===== config.mk =====
export PLATFORM = sky130hd
export DESIGN_NAME = spi_subsys
export DESIGN_NICKNAME = d
export VERILOG_FILES = /design/src/spi_pkg.sv /design/src/spi_shifter.sv /design/src/spi_master.sv /design/src/spi_flash_xip.sv /design/src/spi_subsys.sv
export SDC_FILE = /design/constraint.sdc
export NUM_CORES = 1
export LEC_CHECK = 0
export BUFFER_PORTS_ARGS = -buffer_cell sky130_fd_sc_hd__buf_4
export CAP_MARGIN = 30
export CORE_ASPECT_RATIO = 0.9
export CORE_MARGIN = 2
export CORE_UTILIZATION = 25
export CTS_BUF_LIST = sky130_fd_sc_hd__clkbuf_4 sky130_fd_sc_hd__clkbuf_8
export DETAILED_ROUTE_END_ITERATION = 10
export PLACE_DENSITY = 0.41
export RECOVER_POWER = 50
export SLEW_MARGIN = 10
export SYNTH_ARGS = -nofsm -noshare
export SYNTH_HDL_FRONTEND = slang
export SYNTH_SLANG_ARGS = --single-unit

===== constraint.sdc =====
create_clock -name clk -period 11.6 [get_ports clk]
set_clock_uncertainty 0.2 [all_clocks]
set_input_delay 3.48 -clock clk [delete_from_list [all_inputs] [get_ports clk]]
set_output_delay 3.48 -clock clk [all_outputs]
set_load 0.01 [all_outputs]

===== src/spi_pkg.sv =====
`default_nettype none

package spi_pkg;

  // bus widths
  localparam int addr_w    = 32;
  localparam int data_w    = 32;
  localparam int rb_addr_w = 5;    // register bus offset
  localparam int div_w     = 8;    // serial clock divider

  // rxd and txd share their register slots
  localparam logic [rb_addr_w-1:0] reg_rxd0 = 5'h00;
  localparam logic [rb_addr_w-1:0] reg_rxd1 = 5'h04;
  localparam logic [rb_addr_w-1:0] reg_txd0 = 5'h00;
  localparam logic [rb_addr_w-1:0] reg_txd1 = 5'h04;
  localparam logic [rb_addr_w-1:0] reg_ctl  = 5'h10;
  localparam logic [rb_addr_w-1:0] reg_div  = 5'h14;
  localparam logic [rb_addr_w-1:0] reg_cs   = 5'h18;

  // ctl bit positions
  localparam int ctl_char_len   = 0;    // lsb of length field
  localparam int ctl_char_len_w = 7;    // 0 means 64 bits
  localparam int ctl_go         = 8;
  localparam int ctl_rx_neg     = 9;
  localparam int ctl_tx_neg     = 10;
  localparam int ctl_lsb        = 11;
  localparam int ctl_ie         = 12;
  localparam int ctl_ass        = 13;
  localparam int ctl_rd_endian  = 14;
  localparam int ctl_cpol       = 15;

  localparam logic [7:0] flash_cmd_read = 8'h03;

  // 64 bit transfer, mode 0, auto cs, byte swapped result
  localparam logic [data_w-1:0] xip_ctl_word =
      (data_w'(1) << ctl_go) |
      (data_w'(1) << ctl_ie) |
      (data_w'(1) << ctl_ass) |
      (data_w'(1) << ctl_rd_endian) |
      (data_w'(1) << ctl_tx_neg);

  typedef enum logic [2:0] {
    idle,
    csr,        // plain register access
    wr_txd0,
    wr_txd1,
    wr_cs,
    wr_ctl,
    wait_irq,
    rd_rxd0
  } xip_state_t;

  typedef enum logic [1:0] {
    bus_idle,
    bus_setup,
    bus_access
  } bus_phase_t;

  typedef enum logic [1:0] {
    sh_idle,
    sh_run,
    sh_done
  } shift_state_t;

endpackage

`default_nettype wire


===== src/spi_shifter.sv =====
`timescale 1ns/1ps
`default_nettype none

module spi_shifter
  import spi_pkg::*;
(
  input  logic                      clk,
  input  logic                      resetn,
  input  logic                      start,
  input  logic [63:0]               tx_bits,
  input  logic [ctl_char_len_w-1:0] char_len,
  input  logic                      lsb,
  input  logic                      cpol,
  input  logic                      tx_neg,
  input  logic                      rx_neg,
  input  logic [div_w-1:0]          div,
  output logic                      busy,
  output logic                      done_pulse,
  output logic [63:0]               rx_bits,
  output logic                      sclk,
  output logic                      mosi,
  input  logic                      miso
);

  shift_state_t              state;
  logic [div_w-1:0]          div_cnt;
  logic [7:0]                edge_cnt;
  logic [ctl_char_len_w-1:0] len_in;
  logic [ctl_char_len_w-1:0] len_q;
  logic [ctl_char_len_w-1:0] tx_idx;
  logic [ctl_char_len_w-1:0] rx_idx;
  logic [63:0]               tx_q;
  logic [63:0]               rx_q;
  logic                      toggle;
  logic                      tx_edge;
  logic                      rx_edge;
  logic                      last_edge;

  // position of the idx-th bit on the wire
  function automatic logic [5:0] bit_pos(input logic [6:0] idx, input logic [6:0] len,
                                         input logic lsb_first);
    logic [6:0] pos;
    pos = lsb_first ? idx : len - 7'd1 - idx;
    return pos[5:0];
  endfunction

  assign len_in    = (char_len == '0) ? 7'd64 : char_len;
  assign toggle    = (state == sh_run) && (div_cnt == div);
  assign tx_edge   = toggle && (tx_neg ? sclk : !sclk);  // sclk high means falling next
  assign rx_edge   = toggle && (rx_neg ? sclk : !sclk);
  assign last_edge = toggle && (edge_cnt == {len_q, 1'b0} - 8'd1);
  assign busy       = (state != sh_idle);
  assign done_pulse = last_edge;

  // last sample lands on the same edge as done_pulse
  always_comb begin
    rx_bits = rx_q;
    if (rx_edge)
      rx_bits[bit_pos(rx_idx, len_q, lsb)] = miso;
  end

  always_ff @(posedge clk or negedge resetn) begin
    if (!resetn) begin
      state    <= sh_idle;
      div_cnt  <= '0;
      edge_cnt <= '0;
      len_q    <= 7'd64;
      tx_idx   <= '0;
      rx_idx   <= '0;
      sclk     <= 1'b0;
      mosi     <= 1'b0;
    end else begin
      case (state)
        sh_idle: begin
          sclk    <= cpol;
          div_cnt <= '0;
          if (start) begin
            state    <= sh_run;
            len_q    <= len_in;
            edge_cnt <= '0;
            tx_idx   <= 7'd1;
            rx_idx   <= '0;
            mosi     <= tx_bits[bit_pos(7'd0, len_in, lsb)];  // first bit ahead of sclk
          end
        end
        sh_run: begin
          if (toggle) begin
            div_cnt  <= '0;
            sclk     <= !sclk;
            edge_cnt <= edge_cnt + 8'd1;
            if (tx_edge && (edge_cnt != 8'd0) && !last_edge) begin
              mosi   <= tx_q[bit_pos(tx_idx, len_q, lsb)];
              tx_idx <= tx_idx + 7'd1;
            end
            if (rx_edge)
              rx_idx <= rx_idx + 7'd1;
            if (last_edge)
              state <= sh_done;
          end else begin
            div_cnt <= div_cnt + 1'b1;
          end
        end
        default: state <= sh_idle;  // one cycle of cs hold
      endcase
    end
  end

  always_ff @(posedge clk) begin
    if ((state == sh_idle) && start) begin
      tx_q <= tx_bits;
      rx_q <= '0;
    end else if (rx_edge) begin
      rx_q <= rx_bits;
    end
  end

endmodule

`default_nettype wire


===== src/spi_master.sv =====
`timescale 1ns/1ps
`default_nettype none

module spi_master
  import spi_pkg::*;
#(
  parameter int cs_num = 2
) (
  input  logic                 clk,
  input  logic                 resetn,
  input  logic [rb_addr_w-1:0] rb_addr,
  input  logic                 rb_sel,
  input  logic                 rb_enable,
  input  logic                 rb_write,
  input  logic [data_w-1:0]    rb_wdata,
  output logic [data_w-1:0]    rb_rdata,
  output logic                 rb_ready,
  output logic                 rb_slverr,
  output logic                 irq,
  output logic                 spi_clk,
  output logic [cs_num-1:0]    spi_cs,
  output logic                 spi_mosi,
  input  logic                 spi_miso
);

  logic [data_w-1:0]         txd0;
  logic [data_w-1:0]         txd1;
  logic [data_w-1:0]         rxd0;
  logic [data_w-1:0]         rxd1;
  logic [ctl_char_len_w-1:0] char_len_q;
  logic                      rx_neg_q;
  logic                      tx_neg_q;
  logic                      lsb_q;
  logic                      ie_q;
  logic                      ass_q;
  logic                      rd_endian_q;
  logic                      cpol_q;
  logic [div_w-1:0]          div_q;
  logic [cs_num-1:0]         cs_q;
  logic                      start;
  logic                      busy;
  logic                      done_pulse;
  logic [63:0]               rx_bits;
  logic                      access;
  logic                      wr_en;
  logic                      rd_en;
  logic                      addr_ok;
  logic                      running;
  logic                      txd_hit;
  logic                      rxd_hit;

  assign access    = rb_sel && rb_enable;
  assign wr_en     = access && rb_write;
  assign rd_en     = access && !rb_write;
  assign running   = busy || start;  // go pending or shifting
  assign txd_hit   = (rb_addr == reg_txd0) || (rb_addr == reg_txd1);
  assign rxd_hit   = (rb_addr == reg_rxd0) || (rb_addr == reg_rxd1);
  assign rb_ready  = access;
  assign rb_slverr = access && (!addr_ok || (rb_write && running && txd_hit));

  always_comb begin
    rb_rdata = '0;
    addr_ok  = 1'b1;
    case (rb_addr)
      reg_rxd0: begin
        if (rd_endian_q)
          rb_rdata = {rxd0[7:0], rxd0[15:8], rxd0[23:16], rxd0[31:24]};
        else
          rb_rdata = rxd0;
      end
      reg_rxd1: rb_rdata = rxd1;
      reg_ctl: begin
        rb_rdata[ctl_char_len +: ctl_char_len_w] = char_len_q;
        rb_rdata[ctl_go]        = running;
        rb_rdata[ctl_rx_neg]    = rx_neg_q;
        rb_rdata[ctl_tx_neg]    = tx_neg_q;
        rb_rdata[ctl_lsb]       = lsb_q;
        rb_rdata[ctl_ie]        = ie_q;
        rb_rdata[ctl_ass]       = ass_q;
        rb_rdata[ctl_rd_endian] = rd_endian_q;
        rb_rdata[ctl_cpol]      = cpol_q;
      end
      reg_div: rb_rdata[div_w-1:0] = div_q;
      reg_cs:  rb_rdata[cs_num-1:0] = cs_q;
      default: addr_ok = 1'b0;
    endcase
  end

  always_ff @(posedge clk or negedge resetn) begin
    if (!resetn) begin
      char_len_q  <= '0;
      rx_neg_q    <= 1'b0;
      tx_neg_q    <= 1'b0;
      lsb_q       <= 1'b0;
      ie_q        <= 1'b0;
      ass_q       <= 1'b0;
      rd_endian_q <= 1'b0;
      cpol_q      <= 1'b0;
      div_q       <= '0;
      cs_q        <= '0;
      start       <= 1'b0;
      irq         <= 1'b0;
    end else begin
      start <= 1'b0;
      if (wr_en && (rb_addr == reg_ctl)) begin
        char_len_q  <= rb_wdata[ctl_char_len +: ctl_char_len_w];
        rx_neg_q    <= rb_wdata[ctl_rx_neg];
        tx_neg_q    <= rb_wdata[ctl_tx_neg];
        lsb_q       <= rb_wdata[ctl_lsb];
        ie_q        <= rb_wdata[ctl_ie];
        ass_q       <= rb_wdata[ctl_ass];
        rd_endian_q <= rb_wdata[ctl_rd_endian];
        cpol_q      <= rb_wdata[ctl_cpol];
        start       <= rb_wdata[ctl_go] && !running;  // go while busy is dropped
      end
      if (wr_en && (rb_addr == reg_div))
        div_q <= rb_wdata[div_w-1:0];
      if (wr_en && (rb_addr == reg_cs))
        cs_q <= rb_wdata[cs_num-1:0];
      if (done_pulse && ie_q)
        irq <= 1'b1;
      else if ((rd_en && rxd_hit) || (wr_en && (rb_addr == reg_ctl)))
        irq <= 1'b0;
    end
  end

  always_ff @(posedge clk) begin
    if (wr_en && !running && (rb_addr == reg_txd0))
      txd0 <= rb_wdata;
    if (wr_en && !running && (rb_addr == reg_txd1))
      txd1 <= rb_wdata;
    if (done_pulse) begin
      rxd0 <= rx_bits[31:0];
      rxd1 <= rx_bits[63:32];
    end
  end

  // auto mode selects only while shifting
  assign spi_cs = ~(cs_q & {cs_num{busy || !ass_q}});

  spi_shifter spi_shifter_i (
    .clk        (clk),
    .resetn     (resetn),
    .start      (start),
    .tx_bits    ({txd1, txd0}),
    .char_len   (char_len_q),
    .lsb        (lsb_q),
    .cpol       (cpol_q),
    .tx_neg     (tx_neg_q),
    .rx_neg     (rx_neg_q),
    .div        (div_q),
    .busy       (busy),
    .done_pulse (done_pulse),
    .rx_bits    (rx_bits),
    .sclk       (spi_clk),
    .mosi       (spi_mosi),
    .miso       (spi_miso)
  );

endmodule

`default_nettype wire


===== src/spi_flash_xip.sv =====
`timescale 1ns/1ps
`default_nettype none

module spi_flash_xip
  import spi_pkg::*;
#(
  parameter logic [addr_w-1:0] flash_addr_start = 32'h3000_0000,
  parameter logic [addr_w-1:0] flash_addr_end   = 32'h3fff_ffff
) (
  input  logic                 clk,
  input  logic                 resetn,
  input  logic [addr_w-1:0]    paddr,
  input  logic                 psel,
  input  logic                 penable,
  input  logic                 pwrite,
  input  logic [data_w-1:0]    pwdata,
  output logic                 pready,
  output logic [data_w-1:0]    prdata,
  output logic                 pslverr,
  output logic [rb_addr_w-1:0] rb_addr,
  output logic                 rb_sel,
  output logic                 rb_enable,
  output logic                 rb_write,
  output logic [data_w-1:0]    rb_wdata,
  input  logic [data_w-1:0]    rb_rdata,
  input  logic                 rb_ready,
  input  logic                 rb_slverr,
  input  logic                 irq,
  output logic                 spi_irq_out
);

  xip_state_t        state;
  xip_state_t        state_next;
  bus_phase_t        phase;
  logic [addr_w-1:0] paddr_align;
  logic [addr_w-1:0] addr_q;
  logic              win_hit;
  logic              apb_access;
  logic              win_wr_err;
  logic              rb_done;
  logic              issue_next;
  logic              answer;

  assign paddr_align = {paddr[addr_w-1:2], 2'b00};
  assign win_hit     = (paddr_align >= flash_addr_start) && (paddr_align <= flash_addr_end);
  assign apb_access  = psel && penable;
  assign win_wr_err  = (state == idle) && apb_access && win_hit && pwrite;  // flash is read only
  assign rb_done     = (phase == bus_access) && rb_ready;
  assign answer      = (state == csr) || (state == rd_rxd0);  // result goes back to apb
  assign issue_next  = (state_next != idle) && (state_next != wait_irq);

  always_ff @(posedge clk) begin
    if ((state == idle) && apb_access)
      addr_q <= paddr_align;
  end

  always_comb begin
    state_next = state;
    case (state)
      idle: begin
        if (apb_access && !(win_hit && pwrite))
          state_next = win_hit ? wr_txd1 : csr;
      end
      csr: begin
        if (rb_done)
          state_next = idle;
      end
      wr_txd1: begin
        if (rb_done)
          state_next = wr_txd0;
      end
      wr_txd0: begin
        if (rb_done)
          state_next = wr_cs;
      end
      wr_cs: begin
        if (rb_done)
          state_next = wr_ctl;
      end
      wr_ctl: begin
        if (rb_done)
          state_next = wait_irq;
      end
      wait_irq: begin
        if (irq)
          state_next = rd_rxd0;
      end
      default: begin
        if (rb_done)
          state_next = idle;
      end
    endcase
  end

  always_ff @(posedge clk or negedge resetn) begin
    if (!resetn) begin
      state <= idle;
      phase <= bus_idle;
    end else begin
      state <= state_next;
      case (phase)
        bus_idle: begin
          if (issue_next)
            phase <= bus_setup;
        end
        bus_setup: phase <= bus_access;
        default: begin
          if (rb_ready)
            phase <= issue_next ? bus_setup : bus_idle;  // chain next transaction
        end
      endcase
    end
  end

  always_comb begin
    rb_addr  = addr_q[rb_addr_w-1:0];
    rb_write = 1'b1;
    rb_wdata = '0;
    case (state)
      csr: begin
        rb_write = pwrite;
        rb_wdata = pwdata;
      end
      wr_txd1: begin
        rb_addr  = reg_txd1;
        rb_wdata = {flash_cmd_read, addr_q[23:0]};
      end
      wr_txd0: rb_addr = reg_txd0;  // dummy word clocks the data in
      wr_cs: begin
        rb_addr  = reg_cs;
        rb_wdata = data_w'(1);  // chip 0
      end
      wr_ctl: begin
        rb_addr  = reg_ctl;
        rb_wdata = xip_ctl_word;
      end
      rd_rxd0: begin
        rb_addr  = reg_rxd0;
        rb_write = 1'b0;
      end
      default: rb_write = 1'b0;
    endcase
  end

  assign rb_sel      = (phase != bus_idle);
  assign rb_enable   = (phase == bus_access);
  assign pready      = (answer && rb_done) || win_wr_err;
  assign pslverr     = (answer && rb_done && rb_slverr) || win_wr_err;
  assign prdata      = rb_rdata;
  assign spi_irq_out = irq && ((state == idle) || (state == csr));  // hidden during xip

endmodule

`default_nettype wire


===== src/spi_subsys.sv =====
`timescale 1ns/1ps
`default_nettype none

module spi_subsys
  import spi_pkg::*;
#(
  parameter logic [addr_w-1:0] flash_addr_start = 32'h3000_0000,
  parameter logic [addr_w-1:0] flash_addr_end   = 32'h3fff_ffff,
  parameter int                cs_num           = 2
) (
  input  logic                  clk,
  input  logic                  resetn,
  input  logic [addr_w-1:0]     paddr,
  input  logic                  psel,
  input  logic                  penable,
  input  logic [2:0]            pprot,    // accepted, not decoded
  input  logic                  pwrite,
  input  logic [data_w-1:0]     pwdata,
  input  logic [data_w/8-1:0]   pstrb,    // full words only
  output logic                  pready,
  output logic [data_w-1:0]     prdata,
  output logic                  pslverr,
  output logic                  spi_clk,
  output logic [cs_num-1:0]     spi_cs,
  output logic                  spi_mosi,
  output logic                  spi_irq_out,
  input  logic                  spi_miso
);

  logic [rb_addr_w-1:0] rb_addr;
  logic                 rb_sel;
  logic                 rb_enable;
  logic                 rb_write;
  logic [data_w-1:0]    rb_wdata;
  logic [data_w-1:0]    rb_rdata;
  logic                 rb_ready;
  logic                 rb_slverr;
  logic                 irq;

  spi_flash_xip #(
    .flash_addr_start (flash_addr_start),
    .flash_addr_end   (flash_addr_end)
  ) spi_flash_xip_i (
    .clk         (clk),
    .resetn      (resetn),
    .paddr       (paddr),
    .psel        (psel),
    .penable     (penable),
    .pwrite      (pwrite),
    .pwdata      (pwdata),
    .pready      (pready),
    .prdata      (prdata),
    .pslverr     (pslverr),
    .rb_addr     (rb_addr),
    .rb_sel      (rb_sel),
    .rb_enable   (rb_enable),
    .rb_write    (rb_write),
    .rb_wdata    (rb_wdata),
    .rb_rdata    (rb_rdata),
    .rb_ready    (rb_ready),
    .rb_slverr   (rb_slverr),
    .irq         (irq),
    .spi_irq_out (spi_irq_out)
  );

  spi_master #(
    .cs_num (cs_num)
  ) spi_master_i (
    .clk       (clk),
    .resetn    (resetn),
    .rb_addr   (rb_addr),
    .rb_sel    (rb_sel),
    .rb_enable (rb_enable),
    .rb_write  (rb_write),
    .rb_wdata  (rb_wdata),
    .rb_rdata  (rb_rdata),
    .rb_ready  (rb_ready),
    .rb_slverr (rb_slverr),
    .irq       (irq),
    .spi_clk   (spi_clk),
    .spi_cs    (spi_cs),
    .spi_mosi  (spi_mosi),
    .spi_miso  (spi_miso)
  );

endmodule

`default_nettype wire


==> Word level (Yosys, flattened, before mapping) <==
Cells that the tools add are included.
{ "word_totals": {"regBits": 350, "elab_cells": 205, "out_inout_bits": 39} }
{ "classes": {"add_sub_neg": 9, "n_reduce_logical": 73, "mux": 63, "order_cmp": 6, "n_eq_ne": 23, "bitwise": 2} }
{ "ops": {"columns": ["op", "n"], "rows": [
  ["$pmux W32 S4", 1],
  ["$bwmux W64", 1],
  ["$mux W64", 1],
  ["$mux W7", 7],
  ["$pmux W5 S4", 2],
  ["$logic_and A1 B1 Y1", 35],
  ["$ge A32 B30 Y1 const B", 1],
  ["$le A32 B30 Y1 const B", 1],
  ["$mux W32", 1],
  ["$pmux W16 S2", 1],
  ["$pmux W8 S2", 2],
  ["$pmux W7 S2", 2],
  ["$mux W8", 3],
  ["$pmux W8 S3", 1],
  ["$lt A6 B7 Y1 const B", 3],
  ["$mux W3", 7],
  ["$mux W6", 3],
  ["$pmux W3 S6", 1],
  ["$add A8 B1 Y8 const B", 2],
  ["$eq A8 B8 Y1", 2],
  ["$eq A5 B5 Y1 const B", 3],
  ["$add A7 B1 Y7 const B", 2],
  ["$mux W1", 14],
  ["$bmux W1 S6", 2],
  ["other kinds (36)", 78]
]} }

==> Depth between registers and ports, before layout <==
Gate-level depths: netlist (run 1).
{ "logic_depth": {"depth_word": 12, "ltp_mapped": 13} }

==> Hierarchy <==
A second synthesis (run 1) with hierarchy kept.
{ "hier_totals": {"hier_cells": 1432, "hier_area_um2": 17336.6} }
{ "modules_own_cells": {"columns": ["mod", "n_inst", "cells_per_inst", "seq_area_each_um2", "area_per_inst_um2"], "rows": [
  ["spi_shifter", 1, 913, 4180.3, 9619.2],
  ["spi_master", 1, 329, 4494.3, 5929.4],
  ["spi_flash_xip", 1, 190, 785.8, 1788.0]
]} }

==> Worst setup path before layout (run 1) <==
No wires, ideal clock.
{ "synth_timing": {"kind": "in2out", "from": "input port psel", "to": "output port pslverr", "stages": 4, "path_buffers": 0, "path_slack_ns": 2.941, "t_arrival_ns": 4.979, "cell_sequence": "nand3_1 -> nor2_1 -> nand3_1 -> o21ai_0"} }
{ "synth_between": {"elab_chain_cells": 5} }
{ "synth_lines": {"columns": ["item", "line_no", "text"], "rows": [
  ["start, declared", "spi_subsys.sv:14", "input logic psel,"],
  ["$logic_and A1 B1 Y1", "spi_flash_xip.sv:46", "assign apb_access = psel && penable;"],
  ["$logic_and A1 B1 Y1 (3 in a row)", "spi_flash_xip.sv:47", "assign win_wr_err = (state == idle) && apb_access && win_hit && pwrite;"],
  ["$logic_or A1 B1 Y1", "spi_flash_xip.sv:148", "assign pslverr = (answer && rb_done && rb_slverr) || win_wr_err;"],
  ["end, declared", "spi_subsys.sv:22", "output logic pslverr,"]
]} }
No other way between the ends.

==> Worst setup path in the final report (run 1) <==
{ "layout_timing": {"from": "input port pwrite", "to": "output port pslverr"} }
{ "layout_between": {"elab_chain_cells": 7, "word_cells_on_any_way": 8, "cone_classes": "mux: 1; reduce/logical: 7"} }
{ "layout_lines": {"columns": ["item", "line_no", "text"], "rows": [
  ["start, declared", "spi_subsys.sv:17", "input logic pwrite,"],
  ["$pmux W1 S2", "spi_flash_xip.sv:119", "case (state)"],
  ["$logic_and A1 B1 Y1 (2 in a row)", "spi_master.sv:59", "assign rb_slverr = access && (!addr_ok || (rb_write && running && txd_hit));"],
  ["$logic_or A1 B1 Y1", "spi_master.sv:59", null],
  ["$logic_and A1 B1 Y1", "spi_master.sv:59", null],
  ["$logic_and A1 B1 Y1", "spi_flash_xip.sv:148", null],
  ["$logic_or A1 B1 Y1 (*)", "spi_flash_xip.sv:148", null]
]} }
Every way passes the cells marked *; elsewhere a longest branch is shown, timed or not.

==> results of run 1 <==
[state kept, by name, indices dropped and copies added, names as in the netlist, 3 cells and up]
name,flops
spi_master_i.rxd1,32
spi_flash_xip_i.addr_q,22
spi_master_i.spi_shifter_i.rx_q,64
spi_master_i.spi_shifter_i.div_cnt,8
spi_master_i.char_len_q,7
spi_master_i.spi_shifter_i.tx_idx,6
spi_master_i.spi_shifter_i.len_q,7
spi_master_i.div_q,8
spi_master_i.spi_shifter_i.rx_idx,6
spi_master_i.txd0,32
spi_master_i.spi_shifter_i.edge_cnt,8
spi_flash_xip_i.state,3
spi_master_i.rxd0,32
spi_master_i.spi_shifter_i.tx_q,64
spi_master_i.txd1,32
[layout by cell type, fill, tap and decap left out, types with 48 or more instances in the layout]
cell      netlist  routed
a211oi_1       64      64
buf_4           6      80
clkbuf_4        0      73
clkbuf_8        0      78
dfrtp_1        69      68
dfxtp_1        64      64
edfxtp_1      214     214
mux2_2         49      49
mux2i_1       127     127
nand2_1       164     163
nand3_1        51      51
nor2_1        126     126
o21ai_0        47      48
[final cells by class]
cell class	count	area [µm²]	area share
antenna	1	2.50	0.000121
clock buffer	104	1270	0.0615
clock inverter	17	146	0.00709
inverter	33	125	0.00606
multi-input combinational	1040	7440	0.361
sequential	348	9460	0.458
tap	930	1160	0.0564
timing repair buffer	138	1030	0.0499
[through the flow]
step           setup WS (ps)   util  total power, mW  instance area, µm²  instances
2_1_floorplan           2940      -             1.35               17400       1514
3_3_place_gp            3470  0.280             1.37               19200       2485
3_5_place_dp            3480  0.281             1.37               19300       2489
4_1_cts                 3480  0.302             2.69               20700       2610
5_1_grt                 3410  0.300             2.74               20600       2611
6_report                3490  0.300             2.64               20600       2611
[metal layers]
| layer | global-route usage | routed length, µm | part of all wire | up-vias |
|---|---|---|---|---|
| li1 | - | - | - | 5817 |
| met1 | 0.210 | 25900 | 0.49 | 6064 |
| met2 | 0.230 | 23700 | 0.45 | 217 |
| met3 | 0.0239 | 2000 | 0.038 | 51 |
| met4 | 0.0435 | 817 | 0.016 | 0 |
| met5 | 0 | 0 | 0 | - |
[critical path, delay by kind of cell]
family	cells	cell delay (ps)
AOI/OAI and AO/OA	4	660
buffers and inverters	2	280
[worst paths after layout]
check | to | slack, ps | depth (start not counted)
max | pslverr | 3490 | 6
min | spi_master_i.spi_shifter_i.tx_q[3] | 240 | 0
max reg2reg | spi_master_i.spi_shifter_i.mosi | 5370 | 9
min reg2reg | spi_master_i.spi_shifter_i.tx_q[3] | 240 | 0
max in group asynchronous | spi_master_i.rd_endian_q | 4560 | 2
min in group asynchronous | spi_master_i.spi_shifter_i.mosi | 2620 | 1
[cells by family (layout without fill, tap and decap cells)]
| logic type | after synthesis | after routing | share of synthesized area |
|---|---|---|---|
| AO/OA/AOI/OAI | 249 | 249 | 0.102 |
| XOR/XNOR | 45 | 45 | 0.0256 |
| adder cells (fa/ha/maj) | 21 | 21 | 0.0158 |
| buffers and inverters | 126 | 292 | 0.0308 |
| flip-flops | 348 | 348 | 0.542 |
| multiplexers | 222 | 222 | 0.136 |
| other | 0 | 1 | 0 |
| AND/OR/NAND/NOR | 503 | 503 | 0.147 |
[power by group through the flow]
stage	Combinational, mW	Clock, mW	Sequential (mW)
after detailed placement	0.0391	0	1.34
after CTS	0.0393	1.34	1.31
after global placement	0.0387	0	1.33
final	0.0368	1.29	1.31
after global routing	0.0411	1.39	1.31
after floorplan	0.0116	0	1.33
==> metrics.yaml, run 1 <==
synthesis:
  ys_seq_area_frac: 0.542
  synth_top_area_frac: 0.368
  syn_nets: 1611
  netlist_area_um2: 17400
  postSynthAreaPerCell_um2: 11.5
  synth_seq_cells: 348
  synth_edf_count: 214
  yosys.cell_count.top_type: "edfxtp_1"
  ys_async_sr_fraction: 0.201
  yosys-top-cells-area: "edfxtp_1 37%, dfrtp_1 9.9%, dfxtp_1 7.3%"
  yosysUniqueCellTypes: 87
  ys.flop_type: "edfxtp_1"
  netlist.top_cell.by_area: "edfxtp_1"
  yosys_warnings: 0
  synthCells: 1514
  synthTopCellsByCount: "214 x edfxtp_1, 164 x nand2_1, 127 x mux2i_1"
timing:
  min_period_ps: 8110
  final_max_slew_viol_count: 321
  post-route-period-util: 0.699
  worstMarginPinSlew_ps: 3500
  max_freq_mhz: 123
  rsz0062_at_grt: "false"
  timing.setup.tns_ps: 0
  max-slew-margin-rel: -1.33
  finalHoldViolCount: 0
  fin_worst_hold_slack_ps: 237
  setup_viol: 0
placement:
  dpl.hpwl_mm: 35.0
  port_buffers: 102
  gp_congestion: 0.782
critical_path:
  arrival_ps: 4430
  setup.worst_path.end_class: "primary output"
  critPathMaxFanout: 6
  crit_top_cell: "buf_4"
  regToRegStartpoint: "spi_master_i.spi_shifter_i.state[1]"
  cp.required_ps: 7920
  crit_slowest_cell: "a32oi_1"
  critPathLaunch: "pwrite"
  path_class: "input pin to primary output"
  cpPeakStageDelay_ps: 260
  start_kind: "input pin"
  worstPathCellList: "buf_4, a211oi_1, a21oi_1, a32oi_1, o21ai_0, buf_4"
routing:
  drc: 0
  viasPerCell: 4.65
  finalWirelength_mm: 52.4
  wl_per_cell_um: 20.1
  antenna_left: 0
  via_count: 12100
  drtIter0Drc: 662
  drt_pass1_iterations: 5
global_routing:
  grt_pass1_vias: 12600
  grt_max_degree: 67
  antenna_found_initial: 1
  grt_pass1_wl_mm: 79.4
  grt_overflow: 0
  grt_usage: 0.147
cells_and_area:
  layout-drive-gt1-share: 0.224
  fillers: 7166
  syn_to_final_growth_pct: 18.3
  final_nets: 1726
flow_run:
  maxCapViolCount: 8
power_and_ir_drop:
  power-per-cell-area_nw_per_um2: 128
  p_int_mw: 2.07
  peakVddDrop_mv: 0.0601
  power_frac_clock: 0.489
  combinationalPowerShare: 0.014
  p_leak_nw: 8.05
  switchingPower_mw: 0.569
  seq_power_share: 0.497
  p_sw_frac: 0.216
floorplan:
  fp.dieH_um: 255
  die_w_um: 282
  num_io_pins: 116
  placeableCoreArea_um2: 68800
  num_rows: 91
  die_area_um2: 71900
  initial_core_util: 0.254
clock_network:
  clk_pin_slew_ps: 60
  cts_buffers: 68
  clock_path_buffers: 3
  clock_latency_ps: 650
  clkSinkCount: 348
  h-tree-depth: 3
  hold_buffers: 0
  post_cts_resized: 0
  cts-root-buf: "clkbuf_8"
  cts_tree: "built"
  post_cts_buffers: 0
status:
  status: "finished, violations left"
  violations: "max-capacitance violations, max-slew violations"
worst_hold_path:
  hold_class: "flop to flop"
  hold_start: "spi_master_i.txd0[3]"
(Power assumes the default switching activity.)
==> run 2, diff against run 1 <==
--- a/config.mk
+++ b/config.mk
@@ -5,6 +5,7 @@
 export SDC_FILE = /design/constraint.sdc
 export NUM_CORES = 1
 export LEC_CHECK = 0
+export ABC_AREA = 1
 export BUFFER_PORTS_ARGS = -buffer_cell sky130_fd_sc_hd__buf_4
 export CAP_MARGIN = 30
 export CORE_ASPECT_RATIO = 0.9
==> constraint.sdc (replaced) <==
create_clock -name clk -period 7.98 [get_ports clk]
set_clock_uncertainty 0.2 [all_clocks]
set_input_delay 2.394 -clock clk [delete_from_list [all_inputs] [get_ports clk]]
set_output_delay 2.394 -clock clk [all_outputs]
set_load 0.01 [all_outputs]
==> metrics.yaml, run 2 <==
timing:
  setup_viol: 0  # unchanged
  rsz0062_at_grt: "false"
  max-slew-margin-rel: -1.51  # -0.171
  max_freq_mhz: 146
  fin_worst_hold_slack_ps: 192  # -45.4 ps
  min_period_ps: 6850
  timing.setup.tns_ps: 0  # unchanged
  finalHoldViolCount: 0  # unchanged
  worstMarginPinSlew_ps: 3760  # +256 ps
  post-route-period-util: 0.859
  final_max_slew_viol_count: 227  # -29%
  final.setup.worst_slack_ps: 1130  # -2360 ps
cells_and_area:
  reg_top3: "spi_master_i.spi_shifter_i.rx_q x64, spi_master_i.spi_shifter_i.tx_q x64"
  stdcell_count: 2918  # +12%
  final_cell_mix: "392 x nand2_1, 276 x inv_1, 214 x edfxtp_1"
  layout-drive-gt1-share: 0.147  # -0.0778
  syn_to_final_growth_pct: 19.5
  fillers: 6897  # -3.8%
  layout_commonest_cell: "nand2_1"
  final_nets: 2095  # +21%
  design_area_um2: 19800  # -4.1%
floorplan:
  die_w_um: 275  # -2.5%
  placeableCoreArea_um2: 65600  # -4.6%
  num_io_pins: 116  # unchanged
  initial_core_util: 0.253  # -0.000951
  fp.dieH_um: 248  # -2.5%
  die_area_um2: 68400  # -4.9%
  num_rows: 89  # -2.2%
synthesis:
  synthTopCellsByCount: "391 x nand2_1, 274 x inv_1, 214 x edfxtp_1"
  yosys.cell_count.top_type: "nand2_1"
  synth_simple_gate_area_frac: 0.220  # +0.0725
  synth_compound_area_frac: 0.0950  # -0.00710
  yosysUniqueCellTypes: 54  # -38%
  synth_fa_ha_area_frac: 0.0160  # +0.000224
  yosys-top-cells-area: "edfxtp_1 39%, dfrtp_1 10%, nand2_1 8.9%"
  syn_nets: 1965  # +22%
  muxShareOfSynthArea: 0  # -0.136
  postSynthAreaPerCell_um2: 8.87  # -23%
  netlist.top_cell.by_area: "edfxtp_1"
  synthCells: 1868  # +23%
  synth_top_area_frac: 0.388  # +0.0193
  synth_seq_cells: 348  # unchanged
  synth_edf_count: 214  # unchanged
  yosys_warnings: 0  # unchanged
  ys.flop_type: "edfxtp_1"
  synth_top_family_by_area: "simple AND/OR/NAND/NOR gates"
  ys_async_sr_fraction: 0.201  # unchanged
  ys_seq_area_frac: 0.571  # +0.0284
  netlist_area_um2: 16600  # -5.0%
  synth_xor_area_frac: 0.0125  # -0.0131
global_routing:
  grt_usage: 0.152  # +0.00453
  grt_max_degree: 147  # +120%
  grt_pass1_vias: 12800  # +1.9%
  grt_overflow: 0  # unchanged
  grt_pass1_wl_mm: 78.4  # -1.2%
  antenna_found_initial: 1  # unchanged
clock_network:
  clkSinkCount: 348  # unchanged
  clock_path_buffers: 3  # unchanged
  hold_buffers: 0  # unchanged
  clk_pin_slew_ps: 50  # about the same
  h-tree-depth: 3  # unchanged
  post_cts_buffers: 0  # unchanged
  cts_buffers: 69  # +1.5%
  clock_latency_ps: 650  # about the same
  post_cts_resized: 0  # unchanged
  cts_tree: "built"
  cts-root-buf: "clkbuf_8"
status:
  violations: "max-capacitance violations, max-slew violations"
  status: "finished, violations left"
routing:
  antenna_left: 0  # unchanged
  finalWirelength_mm: 51.3  # -2.2%
  drt_pass1_iterations: 5  # unchanged
  drc: 0  # unchanged
  drtIter0Drc: 830  # +25%
  viasPerCell: 4.45  # -4.4%
  wl_per_cell_um: 17.6  # -13%
  via_count: 13000  # +6.9%
placement:
  place_area_um2: 18400  # -5.0%
  dp.cells: 2789  # +12%
  port_buffers: 102  # unchanged
  dp_slack_ps: 2000  # -1480 ps
  gp_congestion: 0.782  # about the same
  dpl.hpwl_mm: 34.9  # -0.38%
critical_path:
  arrival_ps: 4260  # -170 ps
  critPathMaxFanout: 25  # +19
  worstPathCellList: "inv_1, nor2_1, inv_1, nor2_1, a21boi_0, o32a_1, o21ai_0, buf_4"
  cp.required_ps: 5390  # -2530 ps
  path_class: "flop to primary output"
  start_kind: "flop"
  cpPeakStageDelay_ps: 1500  # +1240 ps
  setup.worst_path.end_class: "primary output"
  crit_slowest_cell: "nor2_1"
  worst-path-buf-inv: 3  # +1
  path_delay_family: "simple AND/OR/NAND/NOR gates"
power_and_ir_drop:
  power-per-cell-area_nw_per_um2: 194  # +52%
  peakVddDrop_mv: 0.0928  # +54%
  p_leak_nw: 8.78  # +9.1%
worst_hold_path:
  hold_class: "flop to flop"
flow_run:
  maxCapViolCount: 3  # -5
==> run 2: changes by cell type after synthesis, moves of 40 or more <==
| cell | before | now |
|---|---|---|
| nor2_1 | 126 | 205 |
| mux2i_1 | 127 | 0 |
| nand2_1 | 164 | 391 |
| clkbuf_1 | 67 | 23 |
| mux2_2 | 49 | 0 |
| inv_1 | 32 | 274 |
| nand3_1 | 51 | 162 |
| and3_1 | 40 | 0 |
| o21ai_0 | 47 | 112 |
| a211oi_1 | 64 | 1 |
| mux2_1 | 43 | 0 |
| o21ai_1 | 3 | 76 |
==> run 2: final cells by class <==
type | instances | area (µm²) | area share
Clock buffer | 99 | 1200 | 0.0606
Timing Repair Buffer | 122 | 985 | 0.0497
Inverter | 297 | 1120 | 0.0564
Antenna cell | 1 | 2.50 | 0.000126
Clock inverter | 27 | 238 | 0.0120
Sequential cell | 348 | 9460 | 0.478
Tap cell | 864 | 1080 | 0.0546
Multi-Input combinational cell | 1160 | 5720 | 0.289
==> run 2: metal layers <==
layer / global-route usage / vias up / share of wire
li1: - / 6411 / -
met1: 0.213 / 6230 / 0.49
met2: 0.239 / 261 / 0.45
met3: 0.0266 / 83 / 0.041
met4: 0.0452 / 0 / 0.020
met5: 0 / - / 0
==> run 2: worst paths after layout <==
path | startpoint | to | slack (ps) | depth (start not counted)
max | spi_flash_xip_i.state[0] | pslverr | 1130 | 8
min | spi_flash_xip_i.phase[0] | spi_flash_xip_i.phase[1] | 190 | 0
max reg2reg | spi_flash_xip_i.state[0] | spi_master_i.txd1[27] | 3170 | 9
min reg2reg | spi_flash_xip_i.phase[0] | spi_flash_xip_i.phase[1] | 190 | 0
max in group asynchronous | resetn | spi_flash_xip_i.state[2] | 2260 | 2
min in group asynchronous | resetn | spi_master_i.spi_shifter_i.rx_idx[5] | 1750 | 1
==> run 2: cell families after synthesis <==
kind of cell | Yosys count
buffers and inverters | 360
XOR/XNOR | 22
AO/OA/AOI/OAI | 276
flip-flops | 348
AND/OR/NAND/NOR | 842
adder cells (fa/ha/maj) | 20
==> run 2: worst register-to-register path: stages (launching register included) <==
cell and delay (ps):
dfrtp_1 450, inv_1 170, nor2_1 170, inv_1 130
nor2_1 1500, a21boi_0 420, nor2_1 370, nand2_1 220
nor2_4 670, buf_16 250
==> run 2: where the power goes <==
group	switching, mW	internal [mW]	leakage, nW
Clock	0.826	1.08	0.756
Sequential	0.0000865	1.90	3.34
Combinational	0.0199	0.0194	4.68
==> run 2: stage by stage <==
step,power [mW],util
finish,3.84,0.302
global route,3.98,0.302
CTS,3.90,0.302
detailed placement,1.97,0.280
global placement,1.97,0.279
floorplan,1.94,-
==> run 3, diff against run 2 <==
==> constraint.sdc (replaced) <==
create_clock -name clk -period 8.8 [get_ports clk]
set_clock_uncertainty 0.2 [all_clocks]
set_input_delay 2.64 -clock clk [delete_from_list [all_inputs] [get_ports clk]]
set_output_delay 2.64 -clock clk [all_outputs]
set_load 0.01 [all_outputs]
==> metrics.yaml, run 3 (synthesis results as in run 2) <==
routing:
  drtIter0Drc: 960  # +16%
  viasPerCell: 4.49  # +0.95%
  drt_pass1_iterations: 7  # +2
  finalWirelength_mm: 51.3  # +0.17%
  wl_per_cell_um: 17.6  # +0.44%
  via_count: 13100  # +0.68%
  drc: 0  # unchanged
  antenna_left: 0  # unchanged
clock_network:
  cts-root-buf: "clkbuf_8"
  hold_buffers: 0  # unchanged
  clk_pin_slew_ps: 50  # about the same
  cts_buffers: 66  # -4.3%
  h-tree-depth: 3  # unchanged
  clkSinkCount: 348  # unchanged
  clock_path_buffers: 3  # unchanged
  cts_tree: "built"
  post_cts_resized: 0  # unchanged
  clock_latency_ps: 630  # -20 ps
  post_cts_buffers: 0  # unchanged
placement:
  port_buffers: 102  # unchanged
  gp_congestion: 0.797  # +1.9%
  dpl.hpwl_mm: 35.0  # +0.21%
floorplan:
  die_area_um2: 68400  # unchanged
  fp.dieH_um: 248  # unchanged
  num_rows: 89  # unchanged
  placeableCoreArea_um2: 65600  # unchanged
  num_io_pins: 116  # unchanged
  initial_core_util: 0.253  # unchanged
  die_w_um: 275  # unchanged
critical_path:
  critPathMaxFanout: 25  # unchanged
  cp.required_ps: 5960  # +570 ps
  crit_slowest_cell: "clkbuf_1"
  path_delay_family: "buffers and inverters"
  worst-path-buf-inv: 3  # unchanged
  path_class: "input pin to primary output"
  cpPeakStageDelay_ps: 1080  # -420 ps
  start_kind: "input pin"
  arrival_ps: 4510  # +250 ps
  setup.worst_path.end_class: "primary output"
  crit_top_cell: "nand3_1"
  worstPathCellList: "clkbuf_4, nand3_1, nor2_2, clkbuf_1, nand3_1, o21ai_0, buf_4"
timing:
  final_max_slew_viol_count: 189  # -17%
  min_period_ps: 7350
  max_freq_mhz: 136
  fin_worst_hold_slack_ps: 213  # +20.8 ps
  rsz0062_at_grt: "false"
  worstMarginPinSlew_ps: 3450  # -308 ps
  post-route-period-util: 0.835
  max-slew-margin-rel: -1.30  # +0.205
  finalHoldViolCount: 0  # unchanged
  setup_viol: 0  # unchanged
  timing.setup.tns_ps: 0  # unchanged
worst_hold_path:
  hold_class: "flop to flop"
global_routing:
  grt_pass1_vias: 13300  # +3.4%
  antenna_found_initial: 1  # unchanged
  grt_max_degree: 81  # -45%
  grt_usage: 0.154  # +0.00211
  grt_pass1_wl_mm: 79.6  # +1.5%
  grt_overflow: 0  # unchanged
cells_and_area:
  reg_top3: "spi_master_i.spi_shifter_i.rx_q x64, spi_master_i.spi_shifter_i.tx_q x64"
  layout_commonest_cell: "nand2_1"
  final_util: 0.299  # -0.00269
  syn_to_final_growth_pct: 18.4
  final_cell_mix: "392 x nand2_1, 275 x inv_1, 214 x edfxtp_1"
  layout-drive-gt1-share: 0.139  # -0.00725
  fillers: 6901  # +0.058%
  final_nets: 2092  # -0.14%
power_and_ir_drop:
  p_leak_nw: 8.69  # -1.0%
  peakVddDrop_mv: 0.115  # +24%
  power-per-cell-area_nw_per_um2: 170  # -12%
status:
  status: "finished, violations left"
  violations: "max-capacitance violations, max-slew violations"
flow_run:
  maxCapViolCount: 3  # unchanged
==> run 3: cell count changes in the layout (fill, tap and decap cells not counted), sizes merged <==
| cell | change |
|---|---|
| buf | -32 |
| clkbuf | +31 |
| bufinv | -3 |
| clkinvlp | -3 |
| inv | -2 |
| clkinv | +1 |
==> run 3: per-stage QoR <==
| step | std cells | worst slack, ps | power (mW) | cell area (µm²) |
|---|---|---|---|---|
| finish | 2910 | 1450 | 3.33 | 19600 |
| detailed placement | 2788 | 2330 | 1.79 | 18400 |
| global placement | 2784 | 2290 | 1.79 | 18300 |
| global route | 2910 | 1150 | 3.47 | 19600 |
| CTS | 2906 | 2080 | 3.39 | 19700 |
| floorplan | 1868 | 508 | 1.76 | 16600 |
==> run 3: layer usage <==
metal / share of wire / track usage / vias up
li1: - / - / 6404
met1: 0.48 / 0.214 / 6322
met2: 0.45 / 0.241 / 258
met3: 0.045 / 0.0293 / 89
met4: 0.024 / 0.0509 / 0
met5: 0 / 0 / -
==> run 3: area by class of cell <==
type	count	area, µm²	area share
Tap cell	864	1080	0.0551
Multi-Input combinational cell	1160	5710	0.291
Sequential cell	348	9460	0.482
Clock buffer	98	1200	0.0614
Timing Repair Buffer	122	958	0.0488
Antenna cell	1	2.50	0.000128
Inverter	297	1120	0.0569
Clock inverter	20	91.3	0.00465
==> run 3: final timing paths <==
| path | slack (ps) | startpoint | end | depth (start not counted) |
|---|---|---|---|---|
| min in group asynchronous | 1980 | resetn | spi_master_i.spi_shifter_i.mosi | 1 |
| max in group asynchronous | 2840 | resetn | spi_flash_xip_i.state[2] | 2 |
| worst max-delay path | 1450 | psel | pslverr | 7 |
| worst min-delay path | 210 | spi_flash_xip_i.phase[0] | spi_flash_xip_i.phase[1] | 0 |
| worst max register to register | 2160 | spi_master_i.spi_shifter_i.state[1] | spi_master_i.spi_shifter_i.tx_q[9] | 6 |
| worst min register to register | 210 | spi_flash_xip_i.phase[0] | spi_flash_xip_i.phase[1] | 0 |
==> run 3: worst register-to-register path, stage by stage, from the launching register on <==
cell and delay (ps):
dfrtp_1 450, nor2_1 300, inv_1 160, nor2_1 320, clkbuf_1 610, clkbuf_1 2490, clkbuf_2 1590
==> run 3: power by group <==
group | internal, mW | switching [mW]
registers | 1.72 | 0.0000886
logic | 0.0168 | 0.0183
clock network | 0.874 | 0.705
total | 2.61 | 0.724
